`config.mk`:
```
export PLATFORM = sky130hd
export DESIGN_NAME = trigger_crossbar_top
export DESIGN_NICKNAME = d
export VERILOG_FILES = /design/src/hdl/trigger_pkg.sv /design/src/hdl/apb_if.sv /design/src/hdl/activity_stretcher.sv /design/src/hdl/apb_decoder.sv /design/src/hdl/crossbar_matrix.sv /design/src/hdl/relay_controller.sv /design/src/hdl/trigger_crossbar_top.sv /design/src/hdl/trigger_input_stage.sv
export SDC_FILE = /design/constraint.sdc
export NUM_CORES = 1
export LEC_CHECK = 0
export BUFFER_PORTS_ARGS = -buffer_cell sky130_fd_sc_hd__buf_2
export CORE_MARGIN = 8
export CORE_UTILIZATION = 50
export CTS_CLUSTER_DIAMETER = 200
export DETAILED_ROUTE_END_ITERATION = 10
export PLACE_DENSITY = 0.68
export SYNTH_ARGS = -nofsm -noshare
export SYNTH_HDL_FRONTEND = slang
export SYNTH_SLANG_ARGS = --single-unit
```
`constraint.sdc`:
```
create_clock -name clk_250mhz -period 2 [get_ports clk_250mhz]
set_input_delay 0.2 -clock clk_250mhz [delete_from_list [all_inputs] [get_ports clk_250mhz]]
set_output_delay 0.2 -clock clk_250mhz [all_outputs]
set_load 0.1 [all_outputs]
```
`src/hdl/trigger_pkg.sv`:
```
`default_nettype none

package trigger_pkg;

	////////////////////////////////////////////////////////////
	// Trigger path

	//Inputs and outputs on the front panel
	localparam int TRIG_CHANNELS = 12;
	localparam int TRIG_SEL_WIDTH = 4;

	typedef logic[TRIG_CHANNELS-1:0] trig_vec_t;

	//Inputs with P/N swapped in the board layout
	localparam trig_vec_t PN_SWAP_MASK = 12'h065;

	//Routing word layout, enable above the index
	localparam int XBAR_ENABLE_BIT = 4;
	localparam int ROUTE_WORD_WIDTH = XBAR_ENABLE_BIT + 1;

	//LED hold time in clocks
	localparam int LED_HOLD_CYCLES = 64;
	localparam int LED_CNT_WIDTH = $clog2(LED_HOLD_CYCLES + 1);

	////////////////////////////////////////////////////////////
	// Relays

	localparam int RELAY_COUNT = 4;
	localparam int RELAY_IDX_WIDTH = $clog2(RELAY_COUNT);

	//Coil drive time, long enough for the latch to flip
	localparam int RELAY_PULSE_CYCLES = 32;
	localparam int RELAY_CNT_WIDTH = $clog2(RELAY_PULSE_CYCLES + 1);

	////////////////////////////////////////////////////////////
	// Register bus

	localparam int REG_DATA_WIDTH = 16;
	localparam int REG_ADDR_WIDTH = 10;

	typedef logic[REG_ADDR_WIDTH-1:0] reg_addr_t;
	typedef logic[REG_DATA_WIDTH-1:0] reg_data_t;

	//Low half of the map is the matrix, high half the relays
	localparam int TARGET_SEL_BIT = 9;

endpackage

`default_nettype wire

```
`src/hdl/apb_if.sv`:
```
`timescale 1ns/1ps
`default_nettype none

interface apb_if import trigger_pkg::*; ();

	//Request side
	logic		psel;
	logic		penable;
	logic		pwrite;
	reg_addr_t	paddr;
	reg_data_t	pwdata;

	//Reply side
	reg_data_t	prdata;
	logic		pready;

	//Bus master end
	modport requester(
		output psel, penable, pwrite, paddr, pwdata,
		input prdata, pready
	);

	//Register block end
	modport completer(
		input psel, penable, pwrite, paddr, pwdata,
		output prdata, pready
	);

endinterface

`default_nettype wire

```
`src/hdl/activity_stretcher.sv`:
```
`timescale 1ns/1ps
`default_nettype none

module activity_stretcher import trigger_pkg::*; (
	input wire				clk_250mhz,
	input wire				rst_n,

	//Signal to watch, one bit per channel
	input wire trig_vec_t	trig,

	//Stretched activity indication
	output trig_vec_t		led
);

	//Last value seen, for edge detect
	trig_vec_t					trig_prev;
	trig_vec_t					rise;

	//Remaining on-time per channel
	logic[LED_CNT_WIDTH-1:0]	hold_cnt[TRIG_CHANNELS];

	assign rise = trig & ~trig_prev;

	always_ff @(posedge clk_250mhz) begin
		if(!rst_n) begin
			trig_prev <= '0;
			for(int i = 0; i < TRIG_CHANNELS; i++)
				hold_cnt[i] <= '0;
		end
		else begin
			trig_prev <= trig;
			for(int i = 0; i < TRIG_CHANNELS; i++) begin
				//New edge restarts the hold
				if(rise[i])
					hold_cnt[i] <= LED_CNT_WIDTH'(LED_HOLD_CYCLES);
				else if(hold_cnt[i] != '0)
					hold_cnt[i] <= hold_cnt[i] - LED_CNT_WIDTH'(1);
			end
		end
	end

	//Lit while the count is running
	always_comb begin
		for(int i = 0; i < TRIG_CHANNELS; i++)
			led[i] = (hold_cnt[i] != '0);
	end

endmodule

`default_nettype wire

```
`src/hdl/apb_decoder.sv`:
```
`timescale 1ns/1ps
`default_nettype none

module apb_decoder import trigger_pkg::*; (
	input wire				clk_250mhz,
	input wire				rst_n,

	//Upstream register bus
	input wire				psel,
	input wire				penable,
	input wire				pwrite,
	input wire reg_addr_t	paddr,
	input wire reg_data_t	pwdata,
	output reg_data_t		prdata,
	output logic			pready,

	//Downstream targets
	apb_if.requester		xbar_bus,
	apb_if.requester		relay_bus
);

	////////////////////////////////////////////////////////////
	// Request fan-out

	logic		req_relay;
	reg_addr_t	local_addr;

	assign req_relay = paddr[TARGET_SEL_BIT];

	//Targets see their own offset only
	always_comb begin
		local_addr					= paddr;
		local_addr[TARGET_SEL_BIT]	= 1'b0;
	end

	//Select goes to one target, the rest to both
	assign xbar_bus.psel		= psel && !req_relay;
	assign xbar_bus.penable		= penable;
	assign xbar_bus.pwrite		= pwrite;
	assign xbar_bus.paddr		= local_addr;
	assign xbar_bus.pwdata		= pwdata;

	assign relay_bus.psel		= psel && req_relay;
	assign relay_bus.penable	= penable;
	assign relay_bus.pwrite		= pwrite;
	assign relay_bus.paddr		= local_addr;
	assign relay_bus.pwdata		= pwdata;

	////////////////////////////////////////////////////////////
	// Reply mux

	//Target picked in the setup cycle, held for the access
	logic	active_relay;

	always_ff @(posedge clk_250mhz) begin
		if(!rst_n)
			active_relay <= 1'b0;
		else if(psel && !penable)
			active_relay <= req_relay;
	end

	assign prdata	= active_relay ? relay_bus.prdata : xbar_bus.prdata;
	assign pready	= active_relay ? relay_bus.pready : xbar_bus.pready;

endmodule

`default_nettype wire

```
`src/hdl/crossbar_matrix.sv`:
```
`timescale 1ns/1ps
`default_nettype none

module crossbar_matrix import trigger_pkg::*; (
	input wire				clk_250mhz,
	input wire				rst_n,

	//Routing register access
	apb_if.completer		bus,

	//Synchronized inputs
	input wire trig_vec_t	trig_sync,

	//Routed outputs and their LEDs
	output trig_vec_t		trig_out,
	output trig_vec_t		trig_out_led
);

	////////////////////////////////////////////////////////////
	// Routing registers

	//One word per output, enable plus input index
	logic[ROUTE_WORD_WIDTH-1:0]	route[TRIG_CHANNELS];

	logic						addr_hit;
	logic[TRIG_SEL_WIDTH-1:0]	reg_idx;
	logic						access_done;
	reg_data_t					rd_data;

	//Words 0 to 11 exist, the rest of the block is empty
	assign addr_hit		= (bus.paddr < reg_addr_t'(TRIG_CHANNELS));
	assign reg_idx		= bus.paddr[TRIG_SEL_WIDTH-1:0];
	assign access_done	= bus.psel && bus.penable && bus.pready;

	always_comb begin
		rd_data = '0;
		if(addr_hit)
			rd_data = reg_data_t'(route[reg_idx]);
	end

	//Ready one cycle after penable goes high
	always_ff @(posedge clk_250mhz) begin
		if(!rst_n)
			bus.pready <= 1'b0;
		else
			bus.pready <= bus.psel && bus.penable && !bus.pready;
	end

	//Read data captured alongside ready
	always_ff @(posedge clk_250mhz) begin
		if(bus.psel && bus.penable && !bus.pready)
			bus.prdata <= rd_data;
	end

	//Writes land as the access completes
	always_ff @(posedge clk_250mhz) begin
		if(!rst_n) begin
			for(int i = 0; i < TRIG_CHANNELS; i++)
				route[i] <= '0;
		end
		else if(access_done && bus.pwrite && addr_hit)
			route[reg_idx] <= bus.pwdata[ROUTE_WORD_WIDTH-1:0];
	end

	////////////////////////////////////////////////////////////
	// Output mux

	trig_vec_t	route_next;

	//Disabled or out-of-range selects drive low
	always_comb begin
		for(int i = 0; i < TRIG_CHANNELS; i++) begin
			route_next[i] = 1'b0;
			if(route[i][XBAR_ENABLE_BIT] &&
				(route[i][TRIG_SEL_WIDTH-1:0] < TRIG_SEL_WIDTH'(TRIG_CHANNELS)))
				route_next[i] = trig_sync[route[i][TRIG_SEL_WIDTH-1:0]];
		end
	end

	//Output flop, last stage of the trigger pipeline
	always_ff @(posedge clk_250mhz) begin
		if(!rst_n)
			trig_out <= '0;
		else
			trig_out <= route_next;
	end

	activity_stretcher out_leds(
		.clk_250mhz(clk_250mhz),
		.rst_n(rst_n),
		.trig(trig_out),
		.led(trig_out_led)
	);

endmodule

`default_nettype wire

```
`src/hdl/relay_controller.sv`:
```
`timescale 1ns/1ps
`default_nettype none

module relay_controller import trigger_pkg::*; (
	input wire					clk_250mhz,
	input wire					rst_n,

	//Relay register access
	apb_if.completer			bus,

	//Commanded position, for readback
	output logic[RELAY_COUNT-1:0]	relay_state,

	//H-bridge drive, a sets and b resets
	output logic[RELAY_COUNT-1:0]	relay_a,
	output logic[RELAY_COUNT-1:0]	relay_b
);

	////////////////////////////////////////////////////////////
	// Register access

	logic						addr_hit;
	logic[RELAY_IDX_WIDTH-1:0]	reg_idx;
	logic						write_done;
	reg_data_t					rd_data;

	assign addr_hit		= (bus.paddr < reg_addr_t'(RELAY_COUNT));
	assign reg_idx		= bus.paddr[RELAY_IDX_WIDTH-1:0];
	assign write_done	= bus.psel && bus.penable && bus.pready && bus.pwrite && addr_hit;

	//State in bit 0, unmapped reads zero
	always_comb begin
		rd_data = '0;
		if(addr_hit)
			rd_data[0] = relay_state[reg_idx];
	end

	always_ff @(posedge clk_250mhz) begin
		if(!rst_n)
			bus.pready <= 1'b0;
		else
			bus.pready <= bus.psel && bus.penable && !bus.pready;
	end

	always_ff @(posedge clk_250mhz) begin
		if(bus.psel && bus.penable && !bus.pready)
			bus.prdata <= rd_data;
	end

	////////////////////////////////////////////////////////////
	// Coil pulses

	//Remaining drive time per relay
	logic[RELAY_CNT_WIDTH-1:0]	pulse_cnt[RELAY_COUNT];
	logic[RELAY_COUNT-1:0]		pulse_active;

	always_ff @(posedge clk_250mhz) begin
		if(!rst_n) begin
			relay_state <= '0;
			for(int i = 0; i < RELAY_COUNT; i++)
				pulse_cnt[i] <= '0;
		end
		else begin
			for(int i = 0; i < RELAY_COUNT; i++) begin
				//Rewriting mid-pulse starts a fresh pulse
				if(write_done && (reg_idx == RELAY_IDX_WIDTH'(i))) begin
					relay_state[i]	<= bus.pwdata[0];
					pulse_cnt[i]	<= RELAY_CNT_WIDTH'(RELAY_PULSE_CYCLES);
				end
				else if(pulse_cnt[i] != '0)
					pulse_cnt[i] <= pulse_cnt[i] - RELAY_CNT_WIDTH'(1);
			end
		end
	end

	always_comb begin
		for(int i = 0; i < RELAY_COUNT; i++)
			pulse_active[i] = (pulse_cnt[i] != '0);
	end

	//Drive the side matching the new state
	assign relay_a = pulse_active & relay_state;
	assign relay_b = pulse_active & ~relay_state;

endmodule

`default_nettype wire

```
`src/hdl/trigger_crossbar_top.sv`:
```
`timescale 1ns/1ps
`default_nettype none

module trigger_crossbar_top import trigger_pkg::*; (
	input wire						clk_250mhz,
	input wire						rst_n,

	//Register bus from management
	input wire						psel,
	input wire						penable,
	input wire						pwrite,
	input wire reg_addr_t			paddr,
	input wire reg_data_t			pwdata,
	output wire reg_data_t			prdata,
	output wire						pready,

	//Trigger ports
	input wire trig_vec_t			trig_in,
	output wire trig_vec_t			trig_out,

	//Front panel LEDs
	output wire trig_vec_t			trig_in_led,
	output wire trig_vec_t			trig_out_led,

	//Latching relays for the bidirectional ports
	output wire[RELAY_COUNT-1:0]	relay_a,
	output wire[RELAY_COUNT-1:0]	relay_b,
	output wire[RELAY_COUNT-1:0]	relay_state
);

	////////////////////////////////////////////////////////////
	// Register bus split

	apb_if	xbar_bus();
	apb_if	relay_bus();

	apb_decoder decoder(
		.clk_250mhz(clk_250mhz),
		.rst_n(rst_n),
		.psel(psel),
		.penable(penable),
		.pwrite(pwrite),
		.paddr(paddr),
		.pwdata(pwdata),
		.prdata(prdata),
		.pready(pready),
		.xbar_bus(xbar_bus),
		.relay_bus(relay_bus)
	);

	////////////////////////////////////////////////////////////
	// Trigger pipeline

	trig_vec_t	trig_sync;

	trigger_input_stage inputs(
		.clk_250mhz(clk_250mhz),
		.rst_n(rst_n),
		.trig_in(trig_in),
		.trig_sync(trig_sync),
		.trig_in_led(trig_in_led)
	);

	crossbar_matrix matrix(
		.clk_250mhz(clk_250mhz),
		.rst_n(rst_n),
		.bus(xbar_bus),
		.trig_sync(trig_sync),
		.trig_out(trig_out),
		.trig_out_led(trig_out_led)
	);

	////////////////////////////////////////////////////////////
	// Relays

	relay_controller relays(
		.clk_250mhz(clk_250mhz),
		.rst_n(rst_n),
		.bus(relay_bus),
		.relay_state(relay_state),
		.relay_a(relay_a),
		.relay_b(relay_b)
	);

endmodule

`default_nettype wire

```
`src/hdl/trigger_input_stage.sv`:
```
`timescale 1ns/1ps
`default_nettype none

module trigger_input_stage import trigger_pkg::*; (
	input wire				clk_250mhz,
	input wire				rst_n,

	//Raw inputs from the pins, some inverted
	input wire trig_vec_t	trig_in,

	//Corrected and synchronized to clk_250mhz
	output trig_vec_t		trig_sync,

	//Front panel activity
	output trig_vec_t		trig_in_led
);

	////////////////////////////////////////////////////////////
	// Polarity fix and synchronizer

	//Undo the board-level P/N swaps
	trig_vec_t	trig_fixed;
	trig_vec_t	trig_meta;

	assign trig_fixed = trig_in ^ PN_SWAP_MASK;

	//Two flops, first one may go metastable
	always_ff @(posedge clk_250mhz) begin
		if(!rst_n) begin
			trig_meta	<= '0;
			trig_sync	<= '0;
		end
		else begin
			trig_meta	<= trig_fixed;
			trig_sync	<= trig_meta;
		end
	end

	////////////////////////////////////////////////////////////
	// Input LEDs

	//Stretch off the clean signal, not the raw pins
	activity_stretcher in_leds(
		.clk_250mhz(clk_250mhz),
		.rst_n(rst_n),
		.trig(trig_sync),
		.led(trig_in_led)
	);

endmodule

`default_nettype wire

```
Yosys cells after proc, flatten, opt, wreduce, memory -nomap -nowiden
Memories as Yosys holds them, arrays and structs flattened. A register that Yosys moved wholly into a read port is not among the register bits.
Index checks and enable logic that the tools add are counted.
{ "word_totals": {"regBits": 79, "latch_bits": 0, "mem_bits_rw": 252, "romBits": 0, "word_cells": 514, "n_memories": 4} }
{ "memory_table": {"columns": ["name", "words", "width", "read_ports", "rd_ports_with_merged_regs", "write_ports", "line_no", "rtl"], "rows": [
  ["inputs.in_leds.hold_cnt", 12, 7, 12, 0, 12, "activity_stretcher.sv:20", "logic[LED_CNT_WIDTH-1:0] hold_cnt[TRIG_CHANNELS];"],
  ["matrix.out_leds.hold_cnt", 12, 7, 12, 0, 12, "activity_stretcher.sv:20", null],
  ["matrix.route", 12, 5, 13, 1, 12, "crossbar_matrix.sv:23", "logic[ROUTE_WORD_WIDTH-1:0] route[TRIG_CHANNELS];"],
  ["relays.pulse_cnt", 4, 6, 4, 0, 4, "relay_controller.sv:54", "logic[RELAY_CNT_WIDTH-1:0] pulse_cnt[RELAY_COUNT];"]
]} }
{ "op_classes": {"add_sub_neg": 28, "n_mul": 0, "div_mod_pow": 0, "n_lt_le_gt_ge": 27, "n_eq_ne": 3, "n_shift": 0, "muxes": 287, "bitwise_logic": 64, "reduce_logical": 76} }
{ "ops": {"columns": ["operator", "count"], "rows": [
  ["$mux W7", 48],
  ["$mux W1", 215],
  ["$reduce_bool A7 Y1", 24],
  ["$sub A7 B1 Y7 const B", 24],
  ["$lt A4 B5 Y1 const B", 12],
  ["$or A1 B1 Y1", 56],
  ["$bmux W1 S4", 12],
  ["$lt A4 B4 Y1 const B", 12],
  ["$mux W6", 8],
  ["$logic_and A1 B1 Y1", 29],
  ["$and A12 B12 Y12", 2],
  ["$not A12 Y12", 2],
  ["$reduce_and A2 Y1", 12],
  ["$reduce_bool A6 Y1", 4],
  ["$sub A6 B1 Y6 const B", 4],
  ["$mux W16", 1],
  ["$lt A9 B3 Y1 const B", 1],
  ["$lt A9 B4 Y1 const B", 1],
  ["$and A4 B4 Y4", 2],
  ["$not A4 Y4", 2],
  ["$logic_not A1 Y1", 5],
  ["$mux W5", 1],
  ["$reduce_or A5 Y1", 1],
  ["$eq A2 B2 Y1 const B", 2],
  ["5 further kinds", 5]
]} }

Depth between registers and ports, before layout
Gate-level depths: netlist of run 1.
{ "depth": {"ltp_word": 11, "ltp_mapped": 8, "mapped_depth_nobuf": 8} }

Cells and area by module
A second synthesis of run 1 with hierarchy kept.
{ "unflattened": {"hier_cells": 1572, "area_unflattened_um2": 18221.2} }
{ "by_module_without_submodules": {"columns": ["mod", "n_inst", "cells_each", "area_per_inst_um2"], "rows": [
  ["activity_stretcher (inputs.in_leds)", 1, 444, 5066.1],
  ["activity_stretcher (matrix.out_leds)", 1, 442, 5059.9],
  ["crossbar_matrix", 1, 381, 4875.9],
  ["relay_controller", 1, 172, 1829.3],
  ["apb_decoder", 1, 83, 737.0],
  ["trigger_input_stage", 1, 50, 653.1]
]} }

Worst setup path after synthesis of run 1
Ideal clock, no wire load.
{ "synth_timing": {"path_kind": "reg-to-output", "start": "register relays.relay_state[2]", "end": "output port relay_a[2]", "t_arrival_ns": 2.420, "required_ns": 1.800, "slack_ns": -0.620, "path_stages_with_launch": 2, "path_buffers": 0, "path_cell_list": "dfxtp_1 > nor2b_1"} }
{ "synth_between": {"elab_chain_cells": 1} }
{ "synth_lines": {"columns": ["item", "line_no", "rtl"], "rows": [
  ["start: declaration", "relay_controller.sv:12", "output logic[RELAY_COUNT-1:0] relay_state,"],
  ["start signal: indexed assignment", "relay_controller.sv:67", "relay_state[i] <= bus.pwdata[0];"],
  ["$and A4 B4 Y4", "relay_controller.sv:82", "assign relay_a = pulse_active & relay_state;"],
  ["end: declaration", "trigger_crossbar_top.sv:26", "output wire[RELAY_COUNT-1:0] relay_a,"]
]} }
No other way between the ends.

==> metrics.txt, run 1 <==
status=finished with violations; failing checks=setup timing; Final setup viols=6; num ports=108; fin crit period=between 2 and 2.5 ns; core area=approximately 33000 um2; number of synthesized register bits=~330; grt ovf=0; met3 WL post-DR=around 2300 um; remaining antenna violation count=0; deepest clock path buffer count=3; WP data arrival=roughly 2.0 ns; WHS=about 0.042 ns; Crit Path Category=register to primary output; Worst path slowest cell=or4b_4; DRC Markers=0; Clk Latency, worst-skew pair=around 0.51 ns; WL met1=approximately 16000 um; CTS tree=yes; worst-path cell chain=or3_4 > or4b_4 > buf_12; CTS H-Tree Depth=2; main combinational cell family by area after synthesis=simple AND/OR/NAND/NOR gates; Setup TNS=-0.752 ns; Routed WL per cell=approximately 17 um; Mapped Cells=between 1000 and 1500; Via density=roughly 5.4; Nets=about 1800; Die Height=roughly 200 um; post-route clock period utilization=110%; total number of vias=11600; xor and xnor area share after synthesis=5.88%; dpl hpwl=between 20000 and 30000 um; Avg Cell Area, Syn=between 10 and 15 um2; unrepaired setup endpoints after global routing=true; Adder-Cell Fraction of Synth Area=under 10%; largest net degree at the start of global routing=slightly below 80; clock sinks=between 300 and 400; Fillers=between 2000 and 3000; Peak VDD IR=0.960 mV; sequential area share after synthesis=54.0%; clock skew=0.00832 ns; HP Class=input pin to register; Max Slew Vio Count=0; initial antenna violation count=2; RR Startpoint=matrix.out_leds.hold_cnt[0][19]; dpl cell area=around 18000 um2; most frequent cells after synthesis=edfxtp_1 (258), nor2_1 (238), and2_1 (108), inv_1 (87), nand2_1 (69); top-area cell type share of the netlist area=a little under half; initial core utilization=a little over 50%; share of layout cells above drive strength 1=between 20 and 25%; final critical-path setup slack=-0.195 ns; Top Metal Used=met5; Compound-Gate Fraction of Synth Area=a little under 3%; CP required=roughly 1.8 ns; mux contribution to synthesized area=under 10%; first-pass GRT wire length=58600 um; RD Place Congestion=slightly below 0.9; final WL=36100 um; Lkg Pwr=approximately 8.3 nW; Finished Cell Area=between 20000 and 25000 um2; Max transition margin=between 50% and 60%; Power Total=between 30 and 40 mW; DRT iter0 DRCs=609; Worst Setup SP=matrix.out_leds.hold_cnt[0][19]; Worst Tran Pin Value=around 0.74 ns; total global-route track usage=roughly 18%; max frequency=around 460 MHz; Buffers on Ports=85; max-cap violation count=0; Cell Area, Synth=16800 um2; Power Density=1470 nW/um2; Hold Crit Start=penable; most common cell in the netlist=edfxtp_1; Num CTS Buffers=37; Simple-Gate Fraction of Synth Area=about 22%; Core Rows=between 60 and 70; Async SR Flop Fraction=0%; vias in the first global route=11700; startpoint types=register; crit-path max cell delay=~0.5 ns; Worst Setup End Kind=primary output; Die X=between 150 and 200 um; synth warn=0; Worst-path clk slew=0.05 ns; area grow syn2layout=21.8%; top cells by area, synth=edfxtp_1 (46%), dfxtp_1 (8.0%), mux4_2 (5.4%); largest area contributor in the netlist=edfxtp_1; predominant post-synthesis flop cell=edfxtp_1; router iterations before antenna repair=5; CTS root buffer=clkbuf_16; post-synth cell types=slightly below 50; count of flip-flops with a built-in enable after synthesis=between 200 and 300; endpoints failing hold=0; CP max FO=3; die area=between 30000 and 40000 um2; DR WL met2=about 17000 um
final cells by class:
type | count | area [um2] | area share, %
Tap cell | 448 | 561 | 2.74
Inverter | 87 | 334 | 1.63
Timing Repair Buffer | 192 | 1520 | 7.39
Clock inverter | 9 | 72.6 | 0.354
Clock buffer | 59 | 1120 | 5.48
Multi-Input combinational cell | 1043 | 7800 | 38.0
Antenna cell | 1 | 2.50 | 0.0122
Sequential cell | 325 | 9090 | 44.3
critical path, delay by kind of cell, from the launching register on:
family                 cells  cell delay (ns)
buffers and inverters      1             0.19
flip-flops                 1             0.39
AND/OR/NAND/NOR            2             0.91
per-stage QoR:
| step | utilization [%] | setup WS [ns] | instances |
|---|---|---|---|
| 2_1_floorplan | - | -0.395 | 1508 |
| 3_3_place_gp | 55.4 | 0.0607 | 2037 |
| 3_5_place_dp | 55.4 | 0.0449 | 2037 |
| 4_1_cts | 60.6 | -0.218 | 2142 |
| 5_1_grt | 61.4 | -0.262 | 2164 |
| 6_report | 61.4 | -0.195 | 2164 |
routing by layer:
layer	up-vias	global-route usage, %
met3	73	3.86
met5	-	0
met1	5568	23.3
met4	2	6.57
li1	5648	-
met2	315	30.3
power breakdown:
group          internal, mW  leakage, nW  total [mW]  switching, mW
registers              9.68         3.42        11.1           1.40
clock network          3.98        0.589        6.54           2.56
logic                  5.04         4.31        12.4           7.40
repair_timing:
| action | in CTS | in global routing |
|---|---|---|
| endpoints found under the setup margin | 31 | 30 |
| endpoints found under the hold margin | 13 | 0 |
| setup buffers | 24 | 21 |
| pin swaps | 11 | 14 |
| gates resized for setup | 71 | 26 |
| hold buffers | 13 | 0 |
cell families (layout without fill, tap and decap cells):
family / count (synthesis) / after routing
xor gates and xnor gates: 113 / 113
other: 1 / 12
DFF: 325 / 325
AOI/OAI and AO/OA: 76 / 76
adders and majority gates: 53 / 53
muxes: 72 / 72
buffers and inverters: 140 / 347
and+or+nand+nor: 718 / 718
final timing paths:
check                               endpoint  slack [ns]  cells after the start
max                          trig_out_led[2]       -0.20                      3
min reg2reg              inputs.trig_sync[2]        0.43                      1
max reg2reg  matrix.out_leds.hold_cnt[0][15]        0.06                      5
min                        matrix.bus.pready        0.04                      3
state kept, by name (all words and copies together) (netlist names), 4 cells and up:
name                       cells
matrix.out_leds.hold_cnt      84
relays.pulse_cnt              24
matrix.route                  60
inputs.in_leds.hold_cnt       84
inputs.in_leds.trig_prev      12
inputs.trig_sync              12
matrix.trig_out               12
relays.relay_state             4
matrix.out_leds.trig_prev     12
inputs.trig_meta              12
matrix.bus.prdata              5
cells in the final DEF, fill, tap and decap left out, types with 28 or more instances in the layout:
cell / synthesis / final
clkbuf_16: 0 / 40
edfxtp_1: 258 / 258
ha_1: 53 / 50
mux4_2: 40 / 40
nand2_1: 69 / 63
nor2b_1: 32 / 31
xor2_1: 45 / 45
nand3b_1: 28 / 28
nor2_1: 238 / 232
nor3_1: 36 / 33
buf_4: 11 / 101
nand2b_1: 44 / 40
xnor2_1: 68 / 68
buf_2: 5 / 52
dfxtp_1: 67 / 67
inv_1: 87 / 71
and2_1: 108 / 105
(Power assumes the default switching activity.)
==> run 2: changes to the inputs <==
==> constraint.sdc (replaced) <==
create_clock -name clk_250mhz -period 2 [get_ports clk_250mhz]
set_input_delay 0.1 -clock clk_250mhz [delete_from_list [all_inputs] [get_ports clk_250mhz]]
set_output_delay 0.1 -clock clk_250mhz [all_outputs]
set_load 0.1 [all_outputs]
==> run 2 against run 1 <==
  * The run still ends with setup timing left
  * Clock skew grew 0.0016 ns
  * Clock power grew 0.9%
  * Clock-buffer cell count fell by 12
  * Via count is 0.71% lower
  * Combinational power barely moved
  * First-iteration DRC count rose by 27%
  * Cell count is 0.92% lower
  * Critical path depth unchanged
  * Routed wire length decreased by 1.2%
  * Setup slack better by 0.082 ns
  * Sequential power barely moved
  * Power down 0.98%
  * Critical endpoint unchanged
  * Largest power group unchanged
  * Highest routed layer unchanged
==> metrics.txt, run 2 (synthesis gave the netlist of run 1 again) <==
commonest non-fill, non-tap cells in the layout=edfxtp_1 (258), nor2_1 (231), and2_1 (108); Die Height=199 um (unchanged); largest net degree at the start of global routing=56 (-29%); CP required=1.90 ns (+0.10 ns); Clk Latency, worst-skew pair=0.51 ns (about the same); Worst path slowest cell=or4b_4; DRC Markers=0 (unchanged); Nets=1766 (-0.90%); Core Rows=67 (unchanged); count of antenna diodes in the layout=0 (-1); DRT iter0 DRCs=771 (+27%); Hold Crit Start=pwdata[0]; CTS tree=yes; failing checks=setup timing; core area=33400 um2 (unchanged); HP Class=input pin to register; worst-path cell chain=or3_4 > or4b_4 > buf_12; Num CTS Buffers=36 (-2.7%); Bufs and invs on worst path=1 (unchanged); dpl cell area=18300 um2 (-0.95%); Worst Tran Pin Value=0.665 ns (-0.0758 ns); endpoints failing hold=0 (unchanged); post-route clock period utilization=106% (-4.1 points); vias in the first global route=11500 (-1.4%); area grow syn2layout=19.8%; CTS root buffer=clkbuf_16; dpl hpwl=24900 um (-1.0%); unrepaired setup endpoints after global routing=true; Power Total=29.8 mW (-0.98%); RD Place Congestion=0.873 (+0.97%); DP Worst Slack=0.0798 ns (+0.0349 ns); Peak VDD IR=1.05 mV (+9.5%); clock sinks=325 (unchanged); deepest clock path buffer count=3 (unchanged); fin crit period=2.11 ns (-0.0818 ns); Worst-path clk slew=0.06 ns (about the same); total global-route track usage=17.8% (-0.38 points); Die X=199 um (unchanged); Buffers on Ports=85 (unchanged); Post-Layout Cell Count=2144 (-0.92%); Via density=5.38 (+0.22%); CP max FO=3 (unchanged); initial core utilization=50.4% (unchanged); CP top delay family=simple AND/OR/NAND/NOR gates; final WL=35700 um (-1.2%); commonest non-fill, non-tap cell in the layout=edfxtp_1; RR Startpoint=matrix.out_leds.hold_cnt[0][19]; WP data arrival=2.01 ns (about the same); crit-path max cell delay=0.52 ns (about the same); Worst Setup End Kind=primary output; num ports=108 (unchanged); Lkg Pwr=8.19 nW (-1.5%); Regs by FF count=inputs.in_leds.hold_cnt: 84 flops, matrix.out_leds.hold_cnt: 84 flops, matrix.route: 60 flops; Max Slew Vio Count=0 (unchanged); grt ovf=0 (unchanged); total number of vias=11500 (-0.71%); Power Density=1480 nW/um2 (+0.62%); Final setup viols=5 (-1); Finished Cell Area=20200 um2 (-1.6%); max-cap violation count=0 (unchanged); Max transition margin=55.6% (+5.1 points); max frequency=473 MHz (+3.9%); DP Cell Count=2026 (-0.54%); Crit Path Category=register to primary output; WHS=0.0545 ns (+0.0123 ns); first-pass GRT wire length=58000 um (-1.0%); remaining antenna violation count=0 (unchanged); final critical-path setup slack=-0.114 ns (+0.0818 ns); Worst Setup SP=matrix.out_leds.hold_cnt[0][19]; initial antenna violation count=1 (-1); clock skew=0.00990 ns (+0.00158 ns); share of layout cells above drive strength 1=21.3% (-1.6 points); die area=39800 um2 (unchanged); startpoint types=register; CTS H-Tree Depth=2 (unchanged); status=finished with violations; router iterations before antenna repair=5 (unchanged); Routed WL per cell=16.6 um (-0.29%)
run 2: changes by cell type in the layout (fill, tap and decap cells not counted), sizes merged:
cell,previous run,this run
buf,178,159
clkbuf,60,49
bufinv,1,4
dlygate4sd3,13,16
clkinv,7,11
diode,1,0
clkinvlp,2,3
run 2: final cells by class:
cell class | count | area, um2
fillers | 2732 | 13200
flip-flops and latches | 325 | 9090
repair buffers | 177 | 1330
clock buffers | 47 | 983
multi-input cells | 1043 | 7690
clock inverters | 17 | 188
inverters | 87 | 334
well taps | 448 | 561
run 2: metrics by stage:
| stage | setup TNS (ns) | util, % |
|---|---|---|
| finish | -0.386 | 60.4 |
| global route | -1.21 | 60.4 |
| CTS | -0.450 | 59.8 |
| detailed placement | 0 | 54.8 |
| global placement | 0 | 54.8 |
| floorplan | -76.22 | - |
run 2: worst reg2reg max path: stages (launching register included):
cell and delay (ns):
edfxtp_1 0.40, or3_4 0.39, or4b_4 0.53, buf_4 0.17, inv_2 0.06, nand3_4 0.12
run 2: path summary, 6_finish.rpt:
kind | endpoint | slack (ns) | cells after the start
worst max-delay path | trig_out_led[2] | -0.11 | 3
worst min-delay path | relays.relay_state[3] | 0.05 | 3
worst max register to register | matrix.out_leds.hold_cnt[0][15] | 0.04 | 5
worst min register to register | inputs.trig_sync[11] | 0.43 | 1
run 2: routing by layer:
metal / vias up / track usage, % / routed length (um)
met5: - / 0 / 13
met4: 2 / 4.17 / 567
met3: 50 / 2.85 / 1630
met2: 237 / 29.7 / 17000
met1: 5621 / 24.2 / 16500
li1: 5614 / - / -
run 2: report_power, final:
group | switching [mW] | internal, mW
clock network | 2.61 | 3.99
logic | 7.34 | 4.76
registers | 1.39 | 9.68
run 2: what timing repair did:
| item | in CTS | in global routing |
|---|---|---|
| pin swaps | 12 | 9 |
| hold buffers | 16 | 0 |
| buffers inserted | 23 | 16 |
| resized for setup | 43 | 37 |
| cloned | 0 | 0 |
| setup endpoints to repair | 13 | 48 |
| endpoints found under the hold margin | 15 | 0 |
==> run 3: changes to the inputs <==
- RECOVER_POWER: not set -> 25
==> run 3 against run 2 <==
  * The flow still finishes with violations (setup timing)
  * Critical path depth stayed put
  * Power down 0.16%
  * Worst hold slack hardly changed
  * Clock skew barely moved
  * First-iteration DRC count rose by 12%
  * Maximum frequency hardly changed
  * Non-clock buffer count stayed put
  * Cell area decreased by 0.50%
  * Sequential cell count did not move
  * Critical endpoint unchanged
==> metrics.txt, run 3 (synthesis gave the netlist of run 1 again) <==
failing checks=setup timing; Final setup viols=5 (unchanged); first-pass GRT wire length=58000 um (unchanged); Worst Tran Pin Value=0.799 ns (+0.134 ns); deepest clock path buffer count=3 (unchanged); share of layout cells above drive strength 1=19.8% (-1.5 points); final WL=35700 um (about the same); startpoint types=register; max frequency=473 MHz (about the same); Clk pwr share=22.2% (about the same); Fillers=2756 (+0.88%); WP depth=3 (unchanged); Buffers on Ports=85 (unchanged); num ports=108 (unchanged); Lkg Pwr=8.08 nW (-1.3%); clock sinks=325 (unchanged); Pint=18.4 mW (-0.15%); endpoints failing hold=0 (unchanged); Post-Layout Cell Count=2144 (unchanged); Power Density=1480 nW/um2 (+0.33%); Crit Path Category=register to primary output; initial core utilization=50.4% (unchanged); cell count of the worst hold path=3 (unchanged); total number of vias=11500 (+0.052%); total global-route track usage=17.8% (unchanged); grt ovf=0 (unchanged); Core Util, Final=60.1% (-0.30 points); largest net degree at the start of global routing=56 (unchanged); area grow syn2layout=19.2%; Bufs and invs on worst path=1 (unchanged); commonest non-fill, non-tap cells in the layout=edfxtp_1 (258), nor2_1 (231), inv_1 (82); fin crit period=2.12 ns (+0.00152 ns); combinational power share=40.6% (about the same); Clk Latency, worst-skew pair=0.51 ns (about the same); commonest non-fill, non-tap cell in the layout=edfxtp_1; DRC Markers=0 (unchanged); DRT iter0 DRCs=863 (+12%); die area=39800 um2 (unchanged); CTS H-Tree Depth=2 (unchanged); crit-path max cell delay=0.53 ns (about the same); final critical-path setup slack=-0.115 ns (-0.00152 ns); Max Slew Vio Count=0 (unchanged); dpl hpwl=24900 um (unchanged); Core Rows=67 (unchanged); share of power burned in registers=37.2% (about the same); CTS root buffer=clkbuf_16; vias in the first global route=11500 (unchanged); CP required=1.90 ns (about the same); WP data arrival=2.02 ns (about the same); CP max FO=3 (unchanged); unrepaired setup endpoints after global routing=true; clock skew=0.00947 ns (-0.000425 ns); Worst Setup End Kind=primary output; Die Height=199 um (unchanged); P_sw=11.3 mW (-0.19%); Routed WL per cell=16.7 um (about the same); router iterations before antenna repair=5 (unchanged); Max transition margin=46.7% (-8.9 points); remaining antenna violation count=0 (unchanged); Worst-path clk slew=0.06 ns (about the same); Worst path slowest cell=or4b_4; max-cap violation count=0 (unchanged); Die X=199 um (unchanged); HP Class=input pin to register; Nets=1766 (unchanged); count of antenna diodes in the layout=0 (unchanged); R2R depth=5 (unchanged); post-route clock period utilization=106% (about the same); Num CTS Buffers=36 (unchanged); initial antenna violation count=1 (unchanged); CTS tree=yes; core area=33400 um2 (unchanged); Via density=5.38 (about the same); worst-path cell chain=or3_4 > or4b_4 > buf_12; RD Place Congestion=0.873 (unchanged); CP top delay family=simple AND/OR/NAND/NOR gates; area of the multi-input gates=7630 um2 (-0.67%); Peak VDD IR=1.05 mV (+0.20%); Regs by FF count=inputs.in_leds.hold_cnt: 84 flops, matrix.out_leds.hold_cnt: 84 flops, matrix.route: 60 flops; DP Cell Count=2026 (unchanged); switching share of power=38.1% (about the same); status=finished with violations; Sequential Area=9090 um2 (unchanged)
==> run 3: changes by cell type in the layout (fill, tap and decap cells not counted), moves of 9 or more <==
cell	previous run	this run
buf_4	85	73
clkbuf_1	8	22
and2_0	0	33
and2_1	108	75
buf_2	61	52
==> run 3: worst register-to-register path, stage by stage (launching register included) <==
cell and delay, ns:
edfxtp_1 0.40, or3_4 0.39, or4b_4 0.53, buf_4 0.17, inv_2 0.06, nand3_4 0.12
==> run 3: per-layer routing <==
metal	wire length, um	share of wire, %	track usage, %	up-vias
met5	13	0.036	0	-
met4	628	1.8	4.17	2
met3	1780	5.0	2.85	56
met2	17000	48	29.7	254
met1	16300	46	24.2	5605
li1	-	-	-	5613
==> run 3: power by group through the flow <==
stage               registers [mW]  logic [mW]  clock network [mW]
CTS                           11.0        11.8                6.75
floorplan                     10.8        9.22                   0
finish                        11.1        12.1                6.60
global route                  11.3        13.3                6.98
detailed placement            11.2        11.0                   0
global placement              11.1        10.7                   0
==> run 3: final timing paths <==
| kind | slack [ns] | to | startpoint |
|---|---|---|---|
| setup / recovery | -0.12 | trig_out_led[2] | matrix.out_leds.hold_cnt[0][19] |
| hold / removal | 0.05 | relays.relay_state[3] | pwdata[0] |
| setup reg to reg | 0.03 | matrix.out_leds.hold_cnt[0][14] | matrix.out_leds.hold_cnt[0][19] |
| hold reg to reg | 0.44 | inputs.trig_sync[11] | inputs.trig_meta[11] |
==> run 3: cell type report <==
type                    count  share of cell area, %
repair buffers            177                   6.37
clock buffers              47                   4.90
well taps                 448                   2.79
inverters                  87                   1.66
flip-flops and latches    325                   45.3
multi-input cells        1043                   38.0
clock inverters            17                  0.935
==> run 3: timing repair <==
item,CTS,global route
endpoints found under the hold margin,15,0
pin swaps,12,9
buffers inserted,23,16
gates resized for setup,43,37
endpoints found under the setup margin,13,48
hold buffers,16,0
==> run 3: stage by stage <==
step | hold WS, ns | cell area, um2 | setup slack, ns | total power, mW | setup TNS [ns]
finish | 0.0549 | 20100 | -0.115 | 29.7 | -0.388
global route | 0.0707 | 20100 | -0.164 | 31.5 | -1.34
CTS | 0.0304 | 20000 | -0.142 | 29.6 | -0.450
detailed placement | 0.260 | 18300 | 0.0798 | 22.1 | 0
global placement | 0.257 | 18300 | 0.117 | 21.8 | 0
floorplan | 0.167 | 17300 | -0.386 | 20.1 | -76.22
